===== config.mk =====
export PLATFORM = sky130hd
export DESIGN_NAME = lsq_top
export DESIGN_NICKNAME = d
export VERILOG_FILES = /design/src/lsq_pkg.sv /design/src/mem_bus_pkg.sv /design/src/lsq_entry.sv /design/src/lsq_queue.sv /design/src/lsq_mem_port.sv /design/src/lsq_top.sv
export SDC_FILE = /design/constraint.sdc
export NUM_CORES = 1
export LEC_CHECK = 0
export BUFFER_PORTS_ARGS = -buffer_cell sky130_fd_sc_hd__buf_2
export CORE_AREA = 2 2 268 270
export CTS_CLUSTER_DIAMETER = 80
export DETAILED_ROUTE_END_ITERATION = 12
export DIE_AREA = 0 0 270 272
export PLACE_DENSITY = 0.76
export SYNTH_ARGS = -nofsm -noshare
export SYNTH_HDL_FRONTEND = slang
export SYNTH_HIERARCHICAL = 1
export SYNTH_SLANG_ARGS = --single-unit

===== constraint.sdc =====
create_clock -name clock -period 8.7 [get_ports clock]
set_input_delay 2.61 -clock clock [delete_from_list [all_inputs] [get_ports clock]]
set_output_delay 2.61 -clock clock [all_outputs]
set_load 0.01 [all_outputs]

===== src/lsq_pkg.sv =====
// Queue-side sizes and types for the load/store queue.
// Modules import this inside their body; ports name the types by scope.
package lsq_pkg;

  localparam int LSQ_DEPTH = 8;
  localparam int PTR_W     = 3;
  localparam int TAG_W     = 5;
  localparam int DATA_W    = 32;

  typedef logic [TAG_W-1:0] rob_tag_t;

  // One dispatch slot, in program order
  typedef struct packed {
    logic     valid;
    logic     is_load;
    rob_tag_t tag;
  } dispatch_t;

  // Address and store data from one execute port
  typedef struct packed {
    logic              valid;
    rob_tag_t          tag;
    logic [DATA_W-1:0] addr;
    logic [DATA_W-1:0] data;
  } ex_wb_t;

  // Tag retiring at one ROB head port
  typedef struct packed {
    logic     valid;
    rob_tag_t tag;
  } rob_head_t;

  typedef struct packed {
    logic              valid;
    logic              is_load;
    rob_tag_t          tag;
    logic [DATA_W-1:0] addr;
    logic [DATA_W-1:0] data;
    logic              addr_ready;
    logic              committed;
  } lsq_entry_t;

  typedef struct packed {
    logic              valid;
    rob_tag_t          tag;
    logic [DATA_W-1:0] data;
  } load_result_t;

endpackage


===== src/mem_bus_pkg.sv =====
// Data memory request and response types.
// The request uses valid/ready; the response valid travels beside it.
package mem_bus_pkg;

  //////////////////////////////
  // Command
  //////////////////////////////

  typedef enum logic {
    MEM_LOAD  = 1'b0,
    MEM_STORE = 1'b1
  } mem_cmd_e;

  //////////////////////////////
  // Channels
  //////////////////////////////

  typedef struct packed {
    mem_cmd_e                   cmd;
    logic [lsq_pkg::DATA_W-1:0] addr;
    // Ignored for loads
    logic [lsq_pkg::DATA_W-1:0] data;
  } mem_req_t;

  typedef struct packed {
    logic [lsq_pkg::DATA_W-1:0] data;
  } mem_resp_t;

endpackage


===== src/lsq_entry.sv =====
// One load/store queue slot.
// Filled from a dispatch slot, completed by an execute port, marked
// committed by a ROB head match; clear empties it.
module lsq_entry (
  input  logic                clock,
  input  logic                reset,
  input  logic                clear,
  input  logic                load_slot0,
  input  logic                load_slot1,
  input  lsq_pkg::dispatch_t  dispatch [2],
  input  lsq_pkg::ex_wb_t     ex_wb [2],
  input  lsq_pkg::rob_head_t  rob_head [2],
  output lsq_pkg::lsq_entry_t entry
);
  import lsq_pkg::*;

  logic              valid_q;
  logic              addr_ready_q;
  logic              committed_q;
  logic              is_load_q;
  rob_tag_t          tag_q;
  logic [DATA_W-1:0] addr_q;
  logic [DATA_W-1:0] data_q;

  dispatch_t         disp_sel;
  logic              take;
  logic              next_valid;
  logic              next_is_load;
  rob_tag_t          next_tag;
  logic [1:0]        wb_hit;
  logic              head_hit;
  logic              next_addr_ready;
  logic              next_committed;

  assign take         = load_slot0 | load_slot1;
  assign disp_sel     = load_slot0 ? dispatch[0] : dispatch[1];
  assign next_valid   = take | valid_q;
  assign next_is_load = take ? disp_sel.is_load : is_load_q;
  assign next_tag     = take ? disp_sel.tag : tag_q;

  // Match on the incoming tag so a same-cycle writeback is caught
  always_comb begin
    for (int p = 0; p < 2; p++) begin
      wb_hit[p] = ex_wb[p].valid && next_valid && (ex_wb[p].tag == next_tag);
    end
  end

  assign head_hit = (rob_head[0].valid && (rob_head[0].tag == next_tag)) ||
                    (rob_head[1].valid && (rob_head[1].tag == next_tag));

  assign next_addr_ready = (|wb_hit) | (addr_ready_q & ~take);

  // Loads only need an address to be issuable
  assign next_committed = next_valid && next_addr_ready &&
                          ((committed_q && !take) || next_is_load || head_hit);

  always_ff @(posedge clock) begin
    if (reset || clear) begin
      valid_q      <= 1'b0;
      addr_ready_q <= 1'b0;
      committed_q  <= 1'b0;
    end else begin
      valid_q      <= next_valid;
      addr_ready_q <= next_addr_ready;
      committed_q  <= next_committed;
    end
  end

  // Port 0 wins when both execute ports carry this tag
  always_ff @(posedge clock) begin
    if (take) begin
      is_load_q <= disp_sel.is_load;
      tag_q     <= disp_sel.tag;
    end
    if (wb_hit[0]) begin
      addr_q <= ex_wb[0].addr;
      data_q <= ex_wb[0].data;
    end else if (wb_hit[1]) begin
      addr_q <= ex_wb[1].addr;
      data_q <= ex_wb[1].data;
    end
  end

  assign entry.valid      = valid_q;
  assign entry.is_load    = is_load_q;
  assign entry.tag        = tag_q;
  assign entry.addr       = addr_q;
  assign entry.data       = data_q;
  assign entry.addr_ready = addr_ready_q;
  assign entry.committed  = committed_q;

endmodule


===== src/lsq_queue.sv =====
// Circular queue of eight slots with head, tail and a committed-store count.
// Dispatch fills from the tail, retire empties the head, and a flush
// drops everything past the last committed store.
module lsq_queue (
  input  logic                clock,
  input  logic                reset,
  input  logic                flush,
  input  logic                retire,
  input  lsq_pkg::dispatch_t  dispatch [2],
  input  lsq_pkg::ex_wb_t     ex_wb [2],
  input  lsq_pkg::rob_head_t  rob_head [2],
  output logic                dispatch_ready,
  output lsq_pkg::lsq_entry_t head_entry
);
  import lsq_pkg::*;

  lsq_entry_t           entries [LSQ_DEPTH];
  logic [LSQ_DEPTH-1:0] clear;
  logic [LSQ_DEPTH-1:0] load_slot0;
  logic [LSQ_DEPTH-1:0] load_slot1;
  logic [PTR_W-1:0]     head;
  logic [PTR_W-1:0]     tail;
  logic [PTR_W:0]       count;
  logic [PTR_W:0]       commit_cnt;
  logic [PTR_W-1:0]     commit_ptr;
  logic [PTR_W-1:0]     commit_nxt;
  logic [PTR_W-1:0]     slot1_ptr;
  logic                 disp0;
  logic                 disp1;
  logic [PTR_W:0]       n_disp;
  logic                 pass0;
  logic                 pass1;
  logic [PTR_W:0]       cut;
  logic                 keep_head;

  //////////////////////////////
  // Dispatch steering
  //////////////////////////////

  // Wrong-path dispatch in the flush cycle is dropped
  assign disp0     = dispatch[0].valid & ~flush;
  assign disp1     = dispatch[1].valid & ~flush;
  assign n_disp    = (PTR_W+1)'(disp0) + (PTR_W+1)'(disp1);
  // A lone slot 1 goes straight to the tail
  assign slot1_ptr = disp0 ? tail + PTR_W'(1) : tail;

  //////////////////////////////
  // Commit pointer
  //////////////////////////////

  assign commit_ptr = head + commit_cnt[PTR_W-1:0];
  assign commit_nxt = commit_ptr + PTR_W'(1);

  // Step over committed stores, or over a head that leaves this cycle
  assign pass0 = (commit_cnt < count) && entries[commit_ptr].valid &&
                 ((!entries[commit_ptr].is_load && entries[commit_ptr].committed) ||
                  (retire && (commit_cnt == '0)));
  assign pass1 = pass0 && ((commit_cnt + 1) < count) && entries[commit_nxt].valid &&
                 !entries[commit_nxt].is_load && entries[commit_nxt].committed;
  assign cut   = commit_cnt + (PTR_W+1)'(pass0) + (PTR_W+1)'(pass1);

  // A ready load at the head may already be at memory, so it survives a flush
  assign keep_head = head_entry.valid && head_entry.is_load && head_entry.addr_ready &&
                     (cut == '0) && !retire;

  for (genvar i = 0; i < LSQ_DEPTH; i++) begin : g_slot
    logic [PTR_W-1:0] offset;

    assign offset        = PTR_W'(i) - head;
    assign load_slot0[i] = disp0 && (tail == PTR_W'(i));
    assign load_slot1[i] = disp1 && (slot1_ptr == PTR_W'(i));
    assign clear[i]      = (retire && (head == PTR_W'(i))) ||
                           (flush && ({1'b0, offset} >= cut) &&
                            !(keep_head && (head == PTR_W'(i))));

    lsq_entry u_entry (
      .clock      (clock),
      .reset      (reset),
      .clear      (clear[i]),
      .load_slot0 (load_slot0[i]),
      .load_slot1 (load_slot1[i]),
      .dispatch   (dispatch),
      .ex_wb      (ex_wb),
      .rob_head   (rob_head),
      .entry      (entries[i])
    );
  end

  //////////////////////////////
  // Pointers
  //////////////////////////////

  always_ff @(posedge clock) begin
    if (reset) begin
      head       <= '0;
      tail       <= '0;
      count      <= '0;
      commit_cnt <= '0;
    end else begin
      head       <= head + PTR_W'(retire);
      commit_cnt <= cut - (PTR_W+1)'(retire);
      if (flush) begin
        // Tail goes back to just past the surviving entries
        tail  <= head + cut[PTR_W-1:0] + PTR_W'(keep_head);
        count <= keep_head ? (PTR_W+1)'(1) : cut - (PTR_W+1)'(retire);
      end else begin
        tail  <= tail + n_disp[PTR_W-1:0];
        count <= count + n_disp - (PTR_W+1)'(retire);
      end
    end
  end

  assign dispatch_ready = (count <= (LSQ_DEPTH - 2));
  assign head_entry     = entries[head];

endmodule


===== src/lsq_mem_port.sv =====
// Sends the queue head to data memory and returns load data.
// One load may be outstanding; its response is dropped if a flush
// came while it was in flight.
module lsq_mem_port (
  input  logic                   clock,
  input  logic                   reset,
  input  logic                   flush,
  input  lsq_pkg::lsq_entry_t    head_entry,
  output logic                   retire,
  output logic                   mem_req_valid,
  input  logic                   mem_req_ready,
  output mem_bus_pkg::mem_req_t  mem_req,
  input  logic                   mem_resp_valid,
  input  mem_bus_pkg::mem_resp_t mem_resp,
  output lsq_pkg::load_result_t  load_result
);
  import lsq_pkg::*;
  import mem_bus_pkg::*;

  logic     outstanding;
  logic     drop;
  rob_tag_t out_tag;
  logic     head_ready;
  logic     issue;
  logic     resp_done;

  //////////////////////////////
  // Request side
  //////////////////////////////

  // Stores wait for their commit, loads only for the address
  assign head_ready = head_entry.valid && head_entry.addr_ready &&
                      (head_entry.is_load || head_entry.committed);

  assign mem_req_valid = head_ready && !outstanding;
  assign mem_req.cmd   = head_entry.is_load ? MEM_LOAD : MEM_STORE;
  assign mem_req.addr  = head_entry.addr;
  assign mem_req.data  = head_entry.data;

  assign issue     = mem_req_valid && mem_req_ready;
  assign resp_done = mem_resp_valid && outstanding;

  // Store leaves on its handshake, load on its response
  assign retire = (issue && !head_entry.is_load) || resp_done;

  //////////////////////////////
  // Response side
  //////////////////////////////

  assign load_result.valid = resp_done && !drop && !flush;
  assign load_result.tag   = out_tag;
  assign load_result.data  = mem_resp.data;

  always_ff @(posedge clock) begin
    if (reset) begin
      outstanding <= 1'b0;
      drop        <= 1'b0;
    end else begin
      if (resp_done) begin
        outstanding <= 1'b0;
      end else if (issue && head_entry.is_load) begin
        outstanding <= 1'b1;
      end
      // Also covers a ready head load the queue keeps across the flush
      if (resp_done) begin
        drop <= 1'b0;
      end else if (flush && (outstanding || (head_ready && head_entry.is_load))) begin
        drop <= 1'b1;
      end
    end
  end

  always_ff @(posedge clock) begin
    if (issue && head_entry.is_load) begin
      out_tag <= head_entry.tag;
    end
  end

endmodule


===== src/lsq_top.sv =====
// Load/store queue top level.
// Joins the entry queue to the data memory port.
module lsq_top (
  input  logic                   clock,
  input  logic                   reset,
  input  lsq_pkg::dispatch_t     dispatch [2],
  output logic                   dispatch_ready,
  input  lsq_pkg::ex_wb_t        ex_wb [2],
  input  lsq_pkg::rob_head_t     rob_head [2],
  input  logic                   flush,
  output logic                   mem_req_valid,
  input  logic                   mem_req_ready,
  output mem_bus_pkg::mem_req_t  mem_req,
  input  logic                   mem_resp_valid,
  input  mem_bus_pkg::mem_resp_t mem_resp,
  output lsq_pkg::load_result_t  load_result
);
  import lsq_pkg::*;

  lsq_entry_t head_entry;
  logic       retire;

  lsq_queue u_queue (
    .clock          (clock),
    .reset          (reset),
    .flush          (flush),
    .retire         (retire),
    .dispatch       (dispatch),
    .ex_wb          (ex_wb),
    .rob_head       (rob_head),
    .dispatch_ready (dispatch_ready),
    .head_entry     (head_entry)
  );

  lsq_mem_port u_mem_port (
    .clock          (clock),
    .reset          (reset),
    .flush          (flush),
    .head_entry     (head_entry),
    .retire         (retire),
    .mem_req_valid  (mem_req_valid),
    .mem_req_ready  (mem_req_ready),
    .mem_req        (mem_req),
    .mem_resp_valid (mem_resp_valid),
    .mem_resp       (mem_resp),
    .load_result    (load_result)
  );

endmodule


; After elaboration in Yosys (flattened, before gate mapping)
; Index checks and enable logic that the tools add are counted.
[word_totals]
ff_bits = 605
input_bits = 203
wordCells = 500
[classes]
add_sub_neg = 22
magnitude_cmp = 14
eq_ne = 53
n_mux = 70
bitwise_logic = 46
reduce_logical = 232
[op_table]
columns = operator, count
row1 = 2-to-1 mux 32 bit, 32
row2 = binary-select mux 73 bit (select 3 bit), 3
row3 = 2-to-1 mux 73 bit, 6
row4 = equality test 5 bit, 32
row5 = logical AND 1 bit, 143
row6 = 2-to-1 mux 6 bit, 8
row7 = logical OR 1 bit, 44
row8 = 2-to-1 mux 5 bit, 8
row9 = equality test 3 bit (second input constant), 12
row10 = >= comparator 3 x 4 -> 1 bit, 8
row11 = < comparator 32 x 4 -> 1 bit, 1
row12 = OR 1 bit, 24
row13 = zero test 1 bit, 23
row14 = equality test 3 x 2 -> 1 bit (second input constant), 6
row15 = OR reduction 2 bit, 9
row16 = nonzero test 2 bit, 8
row17 = >= comparator 4 bit (second input constant), 3
row18 = inverter 3 -> 4 bit, 3
row19 = subtractor 3 bit (first input constant), 4
row20 = AND 1 bit, 10
row21 = adder 3 bit, 3
row22 = equality test 3 x 1 -> 1 bit (second input constant), 3
row23 = zero test 3 bit, 3
row24 = 2-to-1 mux 1 bit, 9
row25 = 15 further kinds, 32

; Longest topological paths before layout
[logic_depth]
word_depth = 26
depth_mapped = 26
mapped_depth_nobuf = 23

; By module
; Netlist, hierarchy kept.
[modules_own_cells]
columns = module, instances, cells_each, area_each_um2
row1 = lsq_entry, 8, 244, 3594.7
row2 = lsq_queue, 1, 696, 6658.9
row3 = lsq_mem_port, 1, 117, 996.0

; Worst setup path before layout
; No wires, ideal clock.
[synth_timing]
path_kind = input -> register
startpoint = input port flush
endpoint = register u_queue.g_slot[2].u_entry.addr_q[0], enable pin
setup_time_ps = 424
arrival_time_ps = 6704
required_time_ps = 8276
path_slack_ps = 1573
stages = 11
n_path_buf = 2
path_cell_list = nand2b_1 inv_1 clkbuf_1 a31oi_1 nor2_1 buf_6 mux2_4 o211a_1 or4_1 or4_4 nand2_1
[synth_between]
elab_chain_cells = 10
word_cells_on_any_way = 18
cone_classes = eq/ne: 3 / mux: 3 / bitwise: 5 / reduce/logical: 7
[synth_lines]
columns = element, line
row1 = start: declaration, lsq_top.sv:10  ; input logic flush,
row2 = inverter 1 bit (*), "lsq_queue.sv:41, lsq_queue.sv:42"
row3 = AND 1 bit, lsq_queue.sv:41  ; assign disp0 = dispatch[0].valid & ~flush;
row4 = 2-to-1 mux 3 bit, lsq_queue.sv:45  ; assign slot1_ptr = disp0 ? tail + PTR_W'(1) : tail;
row5 = equality test 3 x 2 -> 1 bit, lsq_queue.sv:71  ; assign load_slot1[i] = disp1 && (slot1_ptr == PTR_W'(i));
row6 = logical AND 1 bit (*), lsq_queue.sv:71
row7 = named net u_queue.load_slot1[2], lsq_queue.sv:20  ; logic [LSQ_DEPTH-1:0] load_slot1;
row8 = OR 1 bit (*), lsq_entry.sv:35  ; assign take = load_slot0 | load_slot1;
row9 = 2-to-1 mux 5 bit or OR 1 bit (tied branches), -
row10 = equality test 5 bit or logical AND 1 bit (tied branches), lsq_entry.sv:44  ; wb_hit[p] = ex_wb[p].valid && next_valid && (ex_wb[p].tag == next_tag);
row11 = logical AND 1 bit, lsq_entry.sv:44
row12 = nonzero test 2 bit (no line) (*), -
row13 = end signal: assignment, lsq_entry.sv:76  ; addr_q <= ex_wb[0].addr;
row14 = end signal: assignment, lsq_entry.sv:79  ; addr_q <= ex_wb[1].addr;
row15 = end: declaration, lsq_entry.sv:22  ; logic [DATA_W-1:0] addr_q;
; The timed path passes the listed nets; every way through them passes the cells marked *.
; A chain may end at the register's enable or synchronous reset.

; Final worst setup path
[layout_timing]
startpoint = input port mem_req_ready
endpoint = register u_queue.g_slot[2].u_entry.committed_q
[layout_between]
elab_chain_cells = 19
word_cells_on_any_way = 24
cone_classes = add/sub: 2 / order compare: 1 / reduce/logical: 21
[layout_lines]
columns = element, line
row1 = start: declaration, lsq_top.sv:12  ; input logic mem_req_ready,
row2 = logical AND 1 bit (*), lsq_mem_port.sv:40  ; assign issue = mem_req_valid && mem_req_ready;
row3 = logical AND 1 bit (*), lsq_mem_port.sv:44  ; assign retire = (issue && !head_entry.is_load) || resp_done;
row4 = logical OR 1 bit (*), lsq_mem_port.sv:44
row5 = named net retire, lsq_top.sv:21  ; logic retire;
row6 = "parallel branches: the longest is 14 deep, another holds adder 4 x 1 -> 4 bit", -
row7 = logical OR 1 bit (*), lsq_queue.sv:72  ; assign clear[i] = (retire && (head == PTR_W'(i))) ||
row8 = named net u_queue.clear[2], lsq_queue.sv:18  ; logic [LSQ_DEPTH-1:0] clear;
row9 = logical OR 1 bit (*), lsq_entry.sv:58  ; if (reset || clear) begin
row10 = end signal: assignment, lsq_entry.sv:65  ; committed_q <= next_committed;
row11 = end: declaration, lsq_entry.sv:19  ; logic committed_q;
; Mark *: on every way through the listed nets, which the timed path passes.

==> results.sh <==
export IMPL_grt_max_degree=93
export IMPL_mostFrequentLayoutCell="edfxtp_1"
export IMPL_first_pass_iters=6
export IMPL_crit_type="primary input to flip-flop"
export IMPL_crit_slowest_cell="fa_1"
export IMPL_core_area_mm2=0.0708
export IMPL_die_y_um=272
export IMPL_worstSetupStartpointType="primary input"
export IMPL_synth_area_mm2=0.0364
export IMPL_syn_to_final_growth_pct=8.88
export IMPL_worstPathArrival_ns=7.76
export IMPL_holdPathStages=2
export IMPL_path_max_fanout=13
export IMPL_netlist_instances=2765
export IMPL_layout_common_cells="edfxtp_1 (517), mux2_2 (513), nand2_1 (280)"
export IMPL_post_cts_buffers=0
export IMPL_die_x_um=270
export IMPL_htree_levels=3
export IMPL_synthFlopType="edfxtp_1"
export IMPL_synthSimpleGateAreaFrac_pct=7.55
export IMPL_netlist_cell_type_count=71
export IMPL_regArea_mm2=0.0173
export IMPL_outcome="finished, final reports clean"
export IMPL_fp_dieArea_mm2=0.0734
export IMPL_grt_ovfl_total=0
export IMPL_fin_crit_sh_pct=83.1
export IMPL_synth_compound_area_share_pct=7.04
export IMPL_finalNonFillerCells=3853
export IMPL_antenna_found_initial=20
export IMPL_vdd_ir_drop_worst_uv=150
export IMPL_fin_ws_ns=1.47
export IMPL_antenna_left=0
export IMPL_setup_viol=0
export IMPL_cellPowerDensity_mw_per_mm2=175
export IMPL_synth_top_family_by_area="multiplexers"
export IMPL_clk_latency_ns=0.62
export IMPL_portBuffers=243
export IMPL_drive_gt1_share_pct=38.3
export IMPL_cpPeakStageDelay_ns=0.62
export IMPL_worstPathCellList="buf_2 -> nand4b_1 -> o21ai_0 -> buf_4 -> nor4bb_1 -> a311oi_1 -> a211oi_1 -> a31oi_1 -> nor4_1 -> fa_1 -> nor4_1 -> nand4_2 -> nor3_1 -> o22ai_1 -> nor3_1 -> a21boi_0 -> a41oi_1 -> a32oi_1"
export IMPL_crit_buf_inv=2
export IMPL_drt_iter0_drc=3046
export IMPL_numCtsBuffers=68
export IMPL_syn_area_per_cell_um2=13.2
export IMPL_post_drt_wl_per_cell_um=27.4
export IMPL_track_usage_pct=28.2
export IMPL_whs_ns=0.541
export IMPL_wirelength_um=106000
export IMPL_final_hold_viol_count=0
export IMPL_grt_pass1_wl_um=157000
export IMPL_multiInputGateArea_mm2=0.0169
export IMPL_clkSinkCount=605
export IMPL_fp_row_count=98
export IMPL_tightest_slew_ns=1.36
export IMPL_required_ns=9.23
export IMPL_hpwlAfterDp_um=65200
export IMPL_place_congestion=0.991
export IMPL_endpoint_kind="flip-flop"
export IMPL_skew_ns=0.0315
export IMPL_cts_tree="yes"
export IMPL_preCtsSetupSlack_ns=0.949
export IMPL_clockRootBuffer="clkbuf_16"
export IMPL_rsz0062_at_grt="no"
export IMPL_path_depth=18
export IMPL_syn_nets=3023
export IMPL_clock_fmax_ghz=0.138
export IMPL_fin_crit_ns=7.23
export IMPL_path_clk_slew_ns=0.06
export IMPL_synthMuxAreaShare_pct=27.4
export IMPL_final_max_slew_viol_count=0
export IMPL_fillers=5570
export IMPL_synth_edf_count=517
export IMPL_dp_cells=3716
export IMPL_synthAdderAreaFrac_pct=2.04
export IMPL_min_path_type="flip-flop to flip-flop"
export IMPL_critPathTopFamily="simple AND/OR/NAND/NOR gates"
export IMPL_postLayoutCoreUtil_pct=56.0
export IMPL_ys_ff_latch=605
export IMPL_async_reset_ff_share_pct=0
export IMPL_ios=308
export IMPL_slew_limit_headroom_pct=9.38
export IMPL_ctsHoldBuffers=0
export IMPL_initial_core_util_pct=51.5
export IMPL_route_detailed_drc=0
export IMPL_postCtsResizedCells=0
export IMPL_synth_seq_area_share_pct=47.5
export IMPL_grt_pass1_vias=25100
export IMPL_yosysWarnings=6
export IMPL_ff2ff_path_depth=22
export IMPL_viasPerCell=6.44
export IMPL_clock_path_buffers=3
export IMPL_synth_xor_area_share_pct=1.96
export IMPL_fin_tns_setup_ns=0
export IMPL_fin_nets=3094
export IMPL_p_leak_nw=13.9
export IMPL_cap_violations=0
export IMPL_vias=24800
-- routing by layer --
layer	routed length (um)	GRT usage, %	vias to the layer above
met5	104	0	-
met3	9580	6.01	272
li1	-	-	10700
met4	4000	12.6	18
met1	41200	36.4	12400
met2	50800	45.8	1382
-- sequential cells by signal, indices dropped and copies added (netlist names), 5 cells and up --
signal                               cells
u_mem_port/out_tag                       5
u_queue/g_slot.u_entry/valid_q           8
u_queue/g_slot.u_entry/tag_q            40
u_queue/g_slot.u_entry/data_q          256
u_queue/g_slot.u_entry/addr_ready_q      8
u_queue/g_slot.u_entry/is_load_q         8
u_queue/g_slot.u_entry/committed_q       8
u_queue/g_slot.u_entry/addr_q          256
-- tightest hold or removal path, cell delays in order (launching register included) --
cell	delay, ns
dfxtp_1	0.33
nor2_1	0.10
a2111oi_0	0.07
-- area by class of cell --
type | count | area share [%]
diodes | 16 | 0.101
flip-flops and latches | 605 | 43.6
multi-input cells | 1756 | 42.5
clock buffers | 88 | 4.57
inverters | 115 | 1.09
well taps | 950 | 3.00
repair buffers | 290 | 4.08
clock inverters | 33 | 1.01
-- cells by family (layout without fill, tap and decap cells) --
group           after synthesis  in the layout
mux                         741            741
xor+xnor                     80             80
buf+inv                     404            526
fa+ha+maj                    56             56
other cells                   0             16
flops                       605            605
compound gates              340            340
simple gates                539            539
-- per-stage QoR --
stage	area, um^2	power (mW)
after global routing	39600	7.13
after global placement	37400	4.02
final	39600	6.93
after detailed placement	37400	4.05
after CTS	39600	6.94
after floorplan	36400	3.80
-- report_power, final --
group	total, mW	switching [mW]	internal, mW
combinational	0.755	0.425	0.330
clock	2.91	1.19	1.72
sequential	3.27	0.0598	3.21
-- Yosys cell counts (all sizes together) (5+ instances only) --
cell type / count / area, um^2
a211o: 8 / 70.1
a211oi: 27 / 203
a21boi: 10 / 75.1
a21oi: 6 / 30.0
a311oi: 11 / 146
a31oi: 8 / 50.1
a32oi: 11 / 96.3
a41oi: 12 / 105
and2: 5 / 33.8
and3: 6 / 37.5
and4: 8 / 70.1
and4b: 16 / 160
buf: 249 / 1780
clkbuf: 40 / 150
dfxtp: 88 / 1760
edfxtp: 517 / 15500
fa: 6 / 120
ha: 49 / 613
inv: 115 / 432
mux2: 541 / 6120
mux2i: 53 / 561
mux4: 147 / 3310
nand2: 288 / 1080
nand2b: 27 / 169
nand3: 13 / 70.1
nand4: 17 / 113
nand4b: 17 / 149
nor2: 40 / 153
nor2b: 32 / 200
nor3: 24 / 120
nor4bb: 7 / 70.1
o211a: 24 / 240
o211ai: 138 / 1040
o21ai: 58 / 294
o311ai: 8 / 70.1
or2b: 8 / 60.1
or4: 24 / 210
xnor2: 39 / 342
xor2: 40 / 350
-- worst paths after layout --
| path | startpoint | end | slack [ns] |
|---|---|---|---|
| max | mem_req_ready | u_queue/g_slot[2].u_entry/committed_q | 1.47 |
| min | u_mem_port/drop | u_mem_port/drop | 0.54 |
| max reg2reg | u_queue/head[1] | u_queue/g_slot[2].u_entry/committed_q | 1.77 |
| min reg2reg | u_mem_port/drop | u_mem_port/drop | 0.54 |
Note: power is estimated with default switching activity, not from simulation.
